### src/hw/shuffle_pkg.sv
////////////////////////////////////////
// Shuffle package
// Sizes, width types, element width
// encoding and the read beat struct shared
// by the read shuffler
////////////////////////////////////////

package shuffle_pkg;

  ////////////////////////////////////////
  // Sizes
  ////////////////////////////////////////

  // Lanes per cluster and number of clusters
  localparam int unsigned NrLanes      = 2;
  localparam int unsigned NrClusters   = 4;

  // Data bits seen by one cluster and by the memory port
  localparam int unsigned ClusterWidth = 64;
  localparam int unsigned BeatWidth    = NrClusters * ClusterWidth;

  // One stage per doubling of the block size up to a full cluster slot
  localparam int unsigned NumStages    = $clog2(ClusterWidth / (8 * NrLanes));

  // Outstanding read requests
  localparam int unsigned NumTrackers  = 8;

  ////////////////////////////////////////
  // Types
  ////////////////////////////////////////

  typedef logic [BeatWidth-1:0]    beat_data_t;
  typedef logic [ClusterWidth-1:0] cluster_data_t;
  typedef logic [2:0]              trk_pnt_t;
  typedef logic [3:0]              trk_cnt_t;
  typedef logic [NumStages-1:0]    stage_en_t;

  // Element width of a read request, code 3 is not legal
  typedef enum logic [1:0] {
    EW8  = 2'd0,
    EW16 = 2'd1,
    EW32 = 2'd2
  } vew_e;

  // Read beat as returned by memory
  typedef struct packed {
    beat_data_t data;
    logic       last;
  } r_beat_t;

endpackage

### src/hw/read_tracker.sv
////////////////////////////////////////
// Read request tracker
// Queues the element width of each read
// request and hands every shuffle stage
// the width of the request it works on
////////////////////////////////////////

module read_tracker import shuffle_pkg::*; (
  input  logic      clk_i,
  input  logic      rst_ni,
  // Read request channel
  input  logic      ar_valid_i,
  input  vew_e      ar_vew_i,
  output logic      ar_ready_o,
  // Shuffle stage interface
  input  stage_en_t stage_done_i,
  output stage_en_t stage_en_o
);

  vew_e                     trk_q [NumTrackers];
  trk_pnt_t                 accept_pnt_q;
  trk_pnt_t [NumStages-1:0] issue_pnt_q;
  trk_cnt_t                 cnt_q;
  logic                     push;
  logic                     pop;

  // Full when every entry holds a request
  assign ar_ready_o = (cnt_q != trk_cnt_t'(NumTrackers));
  assign push       = ar_valid_i & ar_ready_o;

  // An entry is freed once the final stage is done with it
  assign pop        = stage_done_i[NumStages-1];

  ////////////////////////////////////////
  // Queue and pointers
  ////////////////////////////////////////

  always_ff @(posedge clk_i or negedge rst_ni) begin
    if (!rst_ni) begin
      // EW32 entries disable every stage
      trk_q        <= '{default: EW32};
      accept_pnt_q <= '0;
      cnt_q        <= '0;
    end else begin
      if (push) begin
        trk_q[accept_pnt_q] <= ar_vew_i;
        accept_pnt_q        <= trk_pnt_t'(accept_pnt_q + 1);
      end
      unique case ({push, pop})
        2'b10:   cnt_q <= trk_cnt_t'(cnt_q + 1);
        2'b01:   cnt_q <= trk_cnt_t'(cnt_q - 1);
        default: cnt_q <= cnt_q;
      endcase
    end
  end

  // Each stage walks the queue on its own
  always_ff @(posedge clk_i or negedge rst_ni) begin
    if (!rst_ni) begin
      issue_pnt_q <= '0;
    end else begin
      for (int s = 0; s < NumStages; s++) begin
        if (stage_done_i[s]) begin
          issue_pnt_q[s] <= trk_pnt_t'(issue_pnt_q[s] + 1);
        end
      end
    end
  end

  // Stage s shuffles for widths up to code s
  for (genvar s = 0; s < NumStages; s++) begin : gen_stage_en
    assign stage_en_o[s] = (s >= int'(trk_q[issue_pnt_q[s]]));
  end

  ////////////////////////////////////////
  // Assertions
  ////////////////////////////////////////

  a_legal_vew : assert property (@(posedge clk_i) disable iff (!rst_ni)
    push |-> ar_vew_i inside {EW8, EW16, EW32})
    else $error("read_tracker: illegal element width accepted");

  a_done_underflow : assert property (@(posedge clk_i) disable iff (!rst_ni)
    (|stage_done_i) |-> (cnt_q != '0))
    else $error("read_tracker: stage done with no request outstanding");

endmodule

### src/hw/shuffle_net.sv
////////////////////////////////////////
// Shuffle network
// Block gather for one read shuffle stage,
// block size doubles with each stage
////////////////////////////////////////

module shuffle_net import shuffle_pkg::*; #(
  parameter int unsigned stage_i = 0
) (
  input  beat_data_t data_i,
  input  logic       enable_i,
  output beat_data_t data_o
);

  // Stage 0 moves 16 bit blocks
  localparam int unsigned BlockSize   = (8 * NrLanes) << stage_i;
  localparam int unsigned GroupBlocks = 2 * NrClusters;
  localparam int unsigned NumGroups   = BeatWidth / (BlockSize * GroupBlocks);

  beat_data_t gathered;

  // Output block 2i+j of a group takes input block j*NrClusters+i
  always_comb begin
    gathered = data_i;
    for (int k = 0; k < NumGroups; k++) begin
      for (int i = 0; i < NrClusters; i++) begin
        for (int j = 0; j < 2; j++) begin
          gathered[(k * GroupBlocks + 2 * i + j) * BlockSize +: BlockSize] =
            data_i[(k * GroupBlocks + j * NrClusters + i) * BlockSize +: BlockSize];
        end
      end
    end
  end

  // Wide elements skip this stage
  assign data_o = enable_i ? gathered : data_i;

endmodule

### src/hw/shuffle_pipe.sv
////////////////////////////////////////
// Shuffle pipeline
// Two shuffle stages split by a stream
// register, with per-stage done pulses
////////////////////////////////////////

module shuffle_pipe import shuffle_pkg::*; (
  input  logic      clk_i,
  input  logic      rst_ni,
  // Memory side
  input  logic      in_valid_i,
  input  r_beat_t   in_beat_i,
  output logic      in_ready_o,
  // Tracker side
  input  stage_en_t stage_en_i,
  output stage_en_t stage_done_o,
  // Cluster side
  output logic      out_valid_o,
  output r_beat_t   out_beat_o,
  input  logic      out_ready_i
);

  r_beat_t s0_beat;
  r_beat_t beat_q;
  logic    valid_q;

  ////////////////////////////////////////
  // Stage 0
  ////////////////////////////////////////

  shuffle_net #(
    .stage_i (0)
  ) i_shuffle_net_0 (
    .data_i   (in_beat_i.data),
    .enable_i (stage_en_i[0]),
    .data_o   (s0_beat.data)
  );

  assign s0_beat.last = in_beat_i.last;

  ////////////////////////////////////////
  // Stream register
  ////////////////////////////////////////

  // Takes a new beat when empty or draining
  assign in_ready_o = ~valid_q | out_ready_i;

  always_ff @(posedge clk_i or negedge rst_ni) begin
    if (!rst_ni) begin
      valid_q <= 1'b0;
    end else if (in_ready_o) begin
      valid_q <= in_valid_i;
    end
  end

  always_ff @(posedge clk_i) begin
    if (in_valid_i && in_ready_o) begin
      beat_q <= s0_beat;
    end
  end

  ////////////////////////////////////////
  // Stage 1
  ////////////////////////////////////////

  shuffle_net #(
    .stage_i (1)
  ) i_shuffle_net_1 (
    .data_i   (beat_q.data),
    .enable_i (stage_en_i[NumStages-1]),
    .data_o   (out_beat_o.data)
  );

  assign out_beat_o.last = beat_q.last;
  assign out_valid_o     = valid_q;

  // A stage is done with a request when its last beat moves on
  assign stage_done_o[0]           = in_valid_i & in_ready_o & in_beat_i.last;
  assign stage_done_o[NumStages-1] = valid_q & out_ready_i & beat_q.last;

  // Stalled output holds, including the width used by stage 1
  a_stall_stable : assert property (@(posedge clk_i) disable iff (!rst_ni)
    out_valid_o && !out_ready_i |=> out_valid_o && $stable(out_beat_o))
    else $error("shuffle_pipe: output beat changed while stalled");

endmodule

### src/hw/cluster_fork.sv
////////////////////////////////////////
// Cluster fork
// Offers each beat to all clusters and
// retires it once every cluster took it
////////////////////////////////////////

module cluster_fork import shuffle_pkg::*; (
  input  logic                  clk_i,
  input  logic                  rst_ni,
  // Pipeline side
  input  logic                  valid_i,
  output logic                  ready_o,
  // Cluster side
  output logic [NrClusters-1:0] r_valid_o,
  input  logic [NrClusters-1:0] r_ready_i
);

  // One bit per cluster that already accepted the current beat
  logic [NrClusters-1:0] taken_q;
  logic [NrClusters-1:0] taken_d;

  assign r_valid_o = {NrClusters{valid_i}} & ~taken_q;

  // Last outstanding cluster completes the beat
  assign ready_o   = &(r_ready_i | taken_q);

  always_comb begin
    if (valid_i && ready_o) begin
      taken_d = '0;
    end else begin
      taken_d = taken_q | (r_valid_o & r_ready_i);
    end
  end

  always_ff @(posedge clk_i or negedge rst_ni) begin
    if (!rst_ni) begin
      taken_q <= '0;
    end else begin
      taken_q <= taken_d;
    end
  end

  // A taken beat stays pending but is no longer offered to that cluster
  for (genvar c = 0; c < NrClusters; c++) begin : gen_chk
    a_once : assert property (@(posedge clk_i) disable iff (!rst_ni)
      r_valid_o[c] && r_ready_i[c] && !ready_o |=> valid_i && !r_valid_o[c])
      else $error("cluster_fork: cluster %0d offered a taken beat", c);
  end

endmodule

### src/hw/shuffle_stage.sv
////////////////////////////////////////
// Read shuffle stage, top level
// Permutes memory read beats so every
// cluster receives its lanes' elements
////////////////////////////////////////

module shuffle_stage import shuffle_pkg::*; (
  input  logic                  clk_i,
  input  logic                  rst_ni,
  // Read request channel
  input  logic                  ar_valid_i,
  input  vew_e                  ar_vew_i,
  output logic                  ar_ready_o,
  // Memory beat channel
  input  logic                  r_valid_i,
  input  r_beat_t               r_beat_i,
  output logic                  r_ready_o,
  // Cluster channel, cluster c reads data slice c
  output logic [NrClusters-1:0] r_valid_o,
  input  logic [NrClusters-1:0] r_ready_i,
  output r_beat_t               r_beat_o
);

  stage_en_t stage_en;
  stage_en_t stage_done;
  logic      pipe_valid;
  logic      pipe_ready;
  r_beat_t   pipe_beat;

  read_tracker i_read_tracker (
    .clk_i        (clk_i),
    .rst_ni       (rst_ni),
    .ar_valid_i   (ar_valid_i),
    .ar_vew_i     (ar_vew_i),
    .ar_ready_o   (ar_ready_o),
    .stage_done_i (stage_done),
    .stage_en_o   (stage_en)
  );

  shuffle_pipe i_shuffle_pipe (
    .clk_i        (clk_i),
    .rst_ni       (rst_ni),
    .in_valid_i   (r_valid_i),
    .in_beat_i    (r_beat_i),
    .in_ready_o   (r_ready_o),
    .stage_en_i   (stage_en),
    .stage_done_o (stage_done),
    .out_valid_o  (pipe_valid),
    .out_beat_o   (pipe_beat),
    .out_ready_i  (pipe_ready)
  );

  cluster_fork i_cluster_fork (
    .clk_i     (clk_i),
    .rst_ni    (rst_ni),
    .valid_i   (pipe_valid),
    .ready_o   (pipe_ready),
    .r_valid_o (r_valid_o),
    .r_ready_i (r_ready_i)
  );

  // Beat is shared, each cluster picks its own slice
  assign r_beat_o = pipe_beat;

endmodule

### config.mk
export PLATFORM = sky130hd
export DESIGN_NAME = shuffle_stage
export DESIGN_NICKNAME = d
export VERILOG_FILES = /design/src/hw/shuffle_pkg.sv /design/src/hw/read_tracker.sv /design/src/hw/shuffle_net.sv /design/src/hw/shuffle_pipe.sv /design/src/hw/cluster_fork.sv /design/src/hw/shuffle_stage.sv
export SDC_FILE = /design/constraint.sdc
export NUM_CORES = 1
export LEC_CHECK = 0
export ABC_CLOCK_PERIOD_IN_PS = 8200
export BUFFER_PORTS_ARGS = -buffer_cell sky130_fd_sc_hd__buf_2
export CORE_AREA = 2 2 204 206
export DETAILED_ROUTE_END_ITERATION = 8
export DIE_AREA = 0 0 206 208
export PLACE_DENSITY_LB_ADDON = 0.05
export SLEW_MARGIN = 20
export SYNTH_ARGS = -nofsm -noshare
export SYNTH_HDL_FRONTEND = slang
export SYNTH_HIERARCHICAL = 1
export SYNTH_SLANG_ARGS = --single-unit
### constraint.sdc
create_clock -name clk_i -period 8.2 [get_ports clk_i]
set_input_delay 1.23 -clock clk_i [delete_from_list [all_inputs] [get_ports clk_i]]
set_output_delay 1.23 -clock clk_i [all_outputs]
set_load 0.03 [all_outputs]
* Word-level counts from Yosys, hierarchy flattened
Index checks and enable logic that the tools add are counted.
Cells by class: $add $sub $neg 5, reduce and logical (&&, ||, !) cells 5, muxes and demuxes 13, eq/ne operators 3, order comparisons 6, bitwise operators 15
Operators by type and width (number):
- $mux W240 | 1
- $mux W224 | 1
- $bwmux W16 | 1
- $bmux W2 S3 | 2
- $ge A4 B4 Y1 const B | 3
- $not A3 Y4 | 3
- $mux W2 | 5
- $add A3 B1 Y3 const B | 3
- $and A4 B4 Y4 | 2
- $or A4 B4 Y4 | 2
- $pmux W4 S2 | 1
- $demux W2 S3 | 1
- $and A1 B1 Y1 | 5
- $add A4 B1 Y4 const B | 1
- $ge A1 B2 Y1 const A | 2
- $lt A4 B1 Y1 const B | 1
- $mux W4 | 1
- $ne A4 B4 Y1 const B | 1
- $not A4 Y4 | 1
- $reduce_and A4 Y1 | 1
- $sub A4 B1 Y4 const B | 1
- $logic_and A1 B1 Y1 | 3
- $eq A2 B1 Y1 const B | 1
- $eq A2 B2 Y1 const B | 1
- 3 further kinds | 3
Storage, ports and cells: register bits 291, logic and storage cells 63, input port bits 267

* Logic depth before layout (Yosys ltp)
Gate-level depths: netlist (run 1).
depth in word-level cells 6, gate-level depth with buffers 11

* Modules after synthesis
The synthesis (run 1) kept the hierarchy.
By module, submodules not included:
- shuffle_pipe | area an instance 7788.7 um^2, cells each 264, times used 1
- shuffle_net | area an instance 2872.8 um^2, cells each 277, times used 2
- read_tracker | area an instance 1481.4 um^2, cells each 115, times used 1
- cluster_fork | area an instance 205.2 um^2, cells each 20, times used 1

* Worst setup path after synthesis (run 1)
OpenSTA, ideal clock, no wires.
path kind in2reg, from input r_ready_i[2], to register i_shuffle_pipe/beat_q[100] in the netlist's numbering, enable pin, arrival 7.631 ns, data required time 7.548 ns, stages 4, setup time 0.652 ns, path slack -0.083 ns, path through o22a_1 and2_2 nand2b_4 and2_1
Between the ends: word-level cells in the longest chain between the ends 4
Ends and longest elaborated chain:
- start: declaration | line shuffle_stage.sv:20 | input logic [NrClusters-1:0] r_ready_i,
- $or A4 B4 Y4 | line cluster_fork.sv:25 | assign ready_o = &(r_ready_i | taken_q);
- $reduce_and A4 Y1 | line cluster_fork.sv:25
- net pipe_ready | line shuffle_stage.sv:27 | logic pipe_ready;
- $or A1 B1 Y1 | line shuffle_pipe.sv:46 | assign in_ready_o = ~valid_q | out_ready_i;
- net r_ready_o | line shuffle_stage.sv:17 | output logic r_ready_o,
- $logic_and A1 B1 Y1 | line shuffle_pipe.sv:57 | if (in_valid_i && in_ready_o) begin
- end signal: assignment | line shuffle_pipe.sv:58 | beat_q <= s0_beat;
- end: declaration | line shuffle_pipe.sv:24 | r_beat_t beat_q;
The timed path passes the listed nets, and every way through them passes these cells. A chain may end at the register's enable or synchronous reset.

==> impl_results.md, run 1 <==
* Status: complete, no violations
* EDFF count, synth at 257
* Num Clock Sinks at 291
* Period utilization at 0.624
* Net Count, Synth at 1226
* Final Wtd Congestion at 0.792
* Top cells by area, synth: edfxtp_1, mux2_2, buf_4
* R2R Path Start: i_read_tracker/issue_pnt_q[0]$_DFFE_PN0P_
* P&R area growth vs syn at 20.0%
* Leading register cell type out of synthesis: edfxtp_1
* Critical path type: reg2out
* CP Data Arrival Time at 3890 ps
* #FFs+latches synth at 291
* FF-to-FF setup slack at 4630 ps
* Remaining global-route overflow at 0
* Core area at 0.0406 sq mm
* Antenna viol nets, final at 0
* Global Route Usage Sum at 0.178
* Slew @ Worst Pin at 1030 ps
* Initial Util at 0.375
* Max cap viols at 0
* Final setup violation count at 0
* Post-DP HPWL at 29500 microns
* Root Driver: clkbuf_16
* Max transition margin at 0.313
* Fmax at 195 MHz
* Hold Path Stages at 1
* IO buf count at 529
* Most frequent cell after synthesis: mux2_2
* Clock Path Buffers at 3
* Share of layout cells above drive strength 1 at 0.732
* Post-CTS Setup Bufs at 0
* Clock-pin slew on the worst setup and hold paths at 60 ps
* DR WL/cell at 20.7 microns
* TritonCTS Buffers at 36
* Synth Cell Area at 0.0152 sq mm
* Leading area contributor after synthesis: edfxtp_1
* Crit. End Element: output port
* R2R depth at 6
* Worst Skew at 21.6 ps
* Die Y at 208 microns
* Total wire length at 39700 microns
* Drt pass-1 iters at 4
* Hold Path Origin: i_read_tracker/cnt_q[3]$_DFFE_PN0P_
* Reg2reg end: i_shuffle_pipe/beat_q[152]$_DFFE_PP_
* Register area share after synthesis at 0.564
* Post-CTS sizing at 0
* Vias in the first global route at 9263
* Crit-path max cell delay at 680 ps
* Via count at 9179
* Global-route wire length before repair at 57000 microns
* Most instantiated cells after synthesis: mux2_2, edfxtp_1, buf_4
* Remaining DRCs at 0
* Worst hold path class: reg2reg
* Largest net degree at the start of global routing at 144
* WP buf/inv at 3
* Syn_area_per_cell at 16.0 sq um
* Number of hold buffers added after cts at 0
* Die Footprint at 0.0428 sq mm
* Final hold violation count at 0
* Hold Crit Endpoint: i_read_tracker/cnt_q[3]$_DFFE_PN0P_
* Crit-path max FO at 64
* Unrepaired setup endpoints after global routing: false
* H-tree depth at 2
* Clk Latency, worst-skew pair at 550 ps
* Antenna violations before repair at 15
* Critical path launch point type: flip-flop
* Async set-reset flop share out of synthesis at 0.117
* CP cell instances: mux4_2 -> mux2i_4 -> buf_4 -> buf_4 -> mux2_2 -> buf_2
* Synthesis Warnings at 6
* Top delay family on crit path: multiplexers
* Synth top area share at 0.507
* Crit path time final at 5120 ps
* DR iter-0 viols at 431
* Via-per-instance ratio at 4.79
* CP most frequent cell: buf_4
* Row cnt at 74
* CP required at 6970 ps
* Pins over their slew limit at 0
* Cells after synthesis at 953
* Slowest CP cell: buf_4
* Nets at 1622
* Die width at 206 microns
* Distinct cells, synth at 41
* CTS tree: yes
* Setup Total Neg Slack at 0 ps
* I/O pin count at 530
kinds of logic after synthesis:
| family | count (synthesis) | synth area share |
|---|---|---|
| muxes | 407 | 0.303 |
| adders and majority gates | 6 | 0.00493 |
| DFF | 291 | 0.564 |
| AOI/OAI and AO/OA | 18 | 0.00715 |
| xor gates and xnor gates | 11 | 0.00633 |
| and+or+nand+nor | 41 | 0.0176 |
| buffers and inverters | 179 | 0.0972 |
sequential cells by signal (all words and copies together) (netlist names):
| signal | flops |
|---|---|
| i_cluster_fork/taken_q | 4 |
| i_read_tracker/accept_pnt_q | 3 |
| i_read_tracker/cnt_q | 4 |
| i_read_tracker/issue_pnt_q | 6 |
| i_read_tracker/trk_q | 16 |
| i_shuffle_pipe/beat_q | 256 |
| i_shuffle_pipe/out_beat_o | 1 |
| i_shuffle_pipe/out_valid_o | 1 |
routing by layer:
layer	GRT usage	vias to the layer above	routed length, microns
met2	0.317	319	20300
met1	0.194	4485	14700
met5	0	-	108
met3	0.0689	68	3630
met4	0.0552	14	1010
li1	-	4293	-
layout by cell type, fill, tap and decap left out, types with 2 or more instances in the layout:
cell,instances
xor2_1,6
clkinv_1,3
dfrtp_1,26
clkbuf_16,37
and3_1,2
nor4b_2,2
nor2b_1,5
nand2_1,7
inv_6,2
nor3_1,4
and2_4,2
dfstp_2,8
edfxtp_1,257
mux4_2,3
nor2_1,6
diode_2,10
ha_1,6
buf_4,5
clkbuf_1,10
buf_2,529
mux2_2,397
a31oi_1,5
xnor2_1,5
clkbuf_8,2
nand4b_1,2
mux2_1,6
a21oi_1,10
clkinv_2,9
worst max-delay path by stage:
stage                     slack [ps]                                      start  depth (start not counted)                                   end
after floorplan                 2830                               r_ready_i[2]                          4  i_shuffle_pipe/beat_q[100]$_DFFE_PP_
after global placement          3710  i_read_tracker/issue_pnt_q[3]$_DFFE_PN0P_                          6                         r_beat_o[103]
after detailed placement        3650  i_read_tracker/issue_pnt_q[3]$_DFFE_PN0P_                          6                         r_beat_o[106]
after CTS                       3020  i_read_tracker/issue_pnt_q[3]$_DFFE_PN0P_                          6                         r_beat_o[106]
after global routing            2850  i_read_tracker/issue_pnt_q[3]$_DFFE_PN0P_                          6                         r_beat_o[155]
final                           3080  i_read_tracker/issue_pnt_q[3]$_DFFE_PN0P_                          6                         r_beat_o[168]
layout make-up:
cell class                 count  area [sq um]
clock buffer                  49           991
tap                          532           666
multi-input combinational    483          5180
clock inverter                15           104
inverter                       2          20.0
fill                        3781         22300
sequential                   291          8580
antenna                       10          25.0
timing repair buffer         535          2710
per-stage QoR:
| stage | util | hold slack (ps) | area (sq um) | setup WS (ps) | cells |
|---|---|---|---|---|---|
| 2_1_floorplan | - | 434 | 15200 | 2830 | 953 |
| 3_3_place_gp | 0.423 | 448 | 17100 | 3710 | 1843 |
| 3_5_place_dp | 0.423 | 453 | 17100 | 3650 | 1843 |
| 4_1_cts | 0.450 | 461 | 18200 | 3020 | 1907 |
| 5_1_grt | 0.450 | 494 | 18300 | 2850 | 1912 |
| 6_report | 0.450 | 461 | 18300 | 3080 | 1917 |
Power of run 1 is not shown: default switching activity piles up to over one toggle a cycle in this logic, so the estimate is an artifact.
==> run 2, diff against run 1 <==
--- a/config.mk
+++ b/config.mk
@@ -5,7 +5,8 @@
 export SDC_FILE = /design/constraint.sdc
 export NUM_CORES = 1
 export LEC_CHECK = 0
-export ABC_CLOCK_PERIOD_IN_PS = 8200
+export ABC_AREA = 1
+export ABC_CLOCK_PERIOD_IN_PS = 5000
 export BUFFER_PORTS_ARGS = -buffer_cell sky130_fd_sc_hd__buf_2
 export CORE_AREA = 2 2 204 206
 export DETAILED_ROUTE_END_ITERATION = 8
==> constraint.sdc (replaced) <==
create_clock -name clk_i -period 5 [get_ports clk_i]
set_input_delay 0.75 -clock clk_i [delete_from_list [all_inputs] [get_ports clk_i]]
set_output_delay 0.75 -clock clk_i [all_outputs]
set_load 0.03 [all_outputs]
==> run 2 against run 1 <==
Effect of this change:
- hold slack got worse by 170 ps
- via count rose by 39%
- clock skew rose by 1.4 ps
- register-to-register slack got worse by 2700 ps
- routed wire length rose by 17%
- highest routed layer unchanged
- largest cell class unchanged
- design area rose by 1.6%
==> impl_results.md, run 2 <==
* IO buf count at 529
* CP Data Arrival Time at 3040 ps
* Crit. End Element: output port
* Final Wtd Congestion at 0.848
* Fmax at 264 MHz
* Synth Cell Area at 0.0153 sq mm
* Most instantiated cells after synthesis: nand2_1, edfxtp_1, buf_4
* Initial Util at 0.378
* Register area share after synthesis at 0.560
* Remaining DRCs at 0
* Row cnt at 74
* Die Footprint at 0.0428 sq mm
* Worst Skew at 23.0 ps
* DR iter-0 viols at 844
* Slew @ Worst Pin at 932 ps
* TritonCTS Buffers at 36
* DP Cell Count at 2712
* Vias in the first global route at 11900
* Max transition margin at 0.378
* I/O pin count at 530
* Worst hold path class: in2async
* H-tree depth at 2
* Commonest non-fill, non-tap cell in the layout: nand2_1
* P&R area growth vs syn at 21.2%
* Post-DP HPWL at 34000 microns
* Largest net degree at the start of global routing at 193
* Critical path launch point type: flip-flop
* Nets at 2491
* Crit-path max cell delay at 570 ps
* Core area at 0.0406 sq mm
* Cells after synthesis at 1857
* Remaining global-route overflow at 0
* Global-route wire length before repair at 68700 microns
* Antenna violations before repair at 22
* Final setup violation count at 0
* Total wire length at 46400 microns
* Crit path time final at 3790 ps
* Critical path type: reg2out
* Global Route Usage Sum at 0.211
* Most frequent cell after synthesis: nand2_1
* Async set-reset flop share out of synthesis at 0.117
* Drt pass-1 iters at 5
* Via count at 12700
* Synthesis Warnings at 6
* FF-to-FF setup slack at 1930 ps
* DR WL/cell at 16.6 microns
* Max cap viols at 0
* Antenna viol nets, final at 0
* Clock Path Buffers at 3
* Net Count, Synth at 2130
* Reg2reg end: i_shuffle_pipe/beat_q[240]$_DFFE_PP_
* Finished Layout Cells at 2789
* Clk Latency, worst-skew pair at 540 ps
* Most flops, register: i_shuffle_pipe/beat_q
* CTS tree: yes
* Die width at 206 microns
* EDFF count, synth at 257
* Status: complete, no violations
* Period utilization at 0.758
* Max FFs per register at 256
* Pins over their slew limit at 0
* Top cells by area, synth: edfxtp_1, nand2_1, buf_4
* Unrepaired setup endpoints after global routing: false
* Number of hold buffers added after cts at 0
* Share of layout cells above drive strength 1 at 0.279
* Clock-pin slew on the worst setup and hold paths at 50 ps
* Final hold violation count at 0
* CP required at 4250 ps
* Syn_area_per_cell at 8.25 sq um
* CP cell instances: inv_2 -> nand2_1 -> nand3_1 -> a21boi_1 -> a21oi_4 -> inv_6 -> buf_4 -> nand2_1 -> nand2_1 -> buf_2
* Synth top area share at 0.504
* R2R Path Start: i_read_tracker/issue_pnt_q[0]$_DFFE_PN0P_
* Crit-path max FO at 110
* #FFs+latches synth at 291
* Slowest CP cell: inv_6
* Leading register cell type out of synthesis: edfxtp_1
* Post-CTS sizing at 0
* CP most frequent cell: nand2_1
* Leading area contributor after synthesis: edfxtp_1
* Via-per-instance ratio at 4.57
* Post-CTS Setup Bufs at 0
* R2R depth at 9
* Die Y at 208 microns
* Regs by FF count: i_shuffle_pipe/beat_q (256), i_read_tracker/trk_q (16), i_read_tracker/issue_pnt_q (6)
* Commonest non-fill, non-tap cells in the layout: nand2_1, buf_2, edfxtp_1, clkbuf_16, dfrtp_1
* Distinct cells, synth at 33
* Root Driver: clkbuf_16
* Num Clock Sinks at 291
[run 2: cell families after synthesis]
group	share of synthesized area
XOR/XNOR	0.00457
buffers and inverters	0.0993
AO/OA/AOI/OAI	0.00523
flip-flops	0.560
multiplexers	0.000735
adder cells (fa/ha/maj)	0.00490
AND/OR/NAND/NOR	0.325
[run 2: worst max-delay path by stage]
stage | from | endpoint | slack [ps]
6_report | i_read_tracker/issue_pnt_q[3]$_DFFE_PN0P_ | r_beat_o[62] | 1210
5_1_grt | i_read_tracker/issue_pnt_q[3]$_DFFE_PN0P_ | r_beat_o[206] | 930
4_1_cts | i_read_tracker/issue_pnt_q[3]$_DFFE_PN0P_ | r_beat_o[122] | 1180
3_5_place_dp | i_read_tracker/issue_pnt_q[3]$_DFFE_PN0P_ | r_beat_o[122] | 1770
3_3_place_gp | i_read_tracker/trk_q[5]$_DFFE_PN1P_ | r_beat_o[122] | 1770
2_1_floorplan | r_ready_i[0] | i_shuffle_pipe/beat_q[100]$_DFFE_PP_ | -510
[run 2: area by class of cell]
type,count,area (sq um)
fillers,4063,22000
flip-flops and latches,291,8580
multi-input cells,1321,5290
repair buffers,541,2780
clock buffers,47,973
well taps,532,666
clock inverters,17,141
inverters,27,115
diodes,13,32.5
[run 2: through the flow]
stage                util  setup WS [ps]  area [sq um]  TNS [ps]  hold WS (ps)
floorplan               -           -514         15400   -132080           433
global placement    0.430           1770         17400         0           456
detailed placement  0.430           1770         17400         0           460
CTS                 0.457           1180         18500         0           290
global route        0.458            928         18600         0           339
finish              0.458           1210         18600         0           290
[run 2: metal layers]
metal / vias to the layer above / track usage / wire length [microns]
met5: - / 0 / 108
met4: 16 / 0.0830 / 1140
li1: 6432 / - / -
met2: 401 / 0.350 / 22300
met1: 5814 / 0.253 / 19200
met3: 75 / 0.0658 / 3650
[run 2: worst max-delay path, delay by kind of cell (launching register included)]
family / cells / cell delay [ps]
simple gates: 4 / 290
flops: 1 / 470
buf+inv: 4 / 1280
compound gates: 2 / 370
Power of run 2 is left out for the same reason.
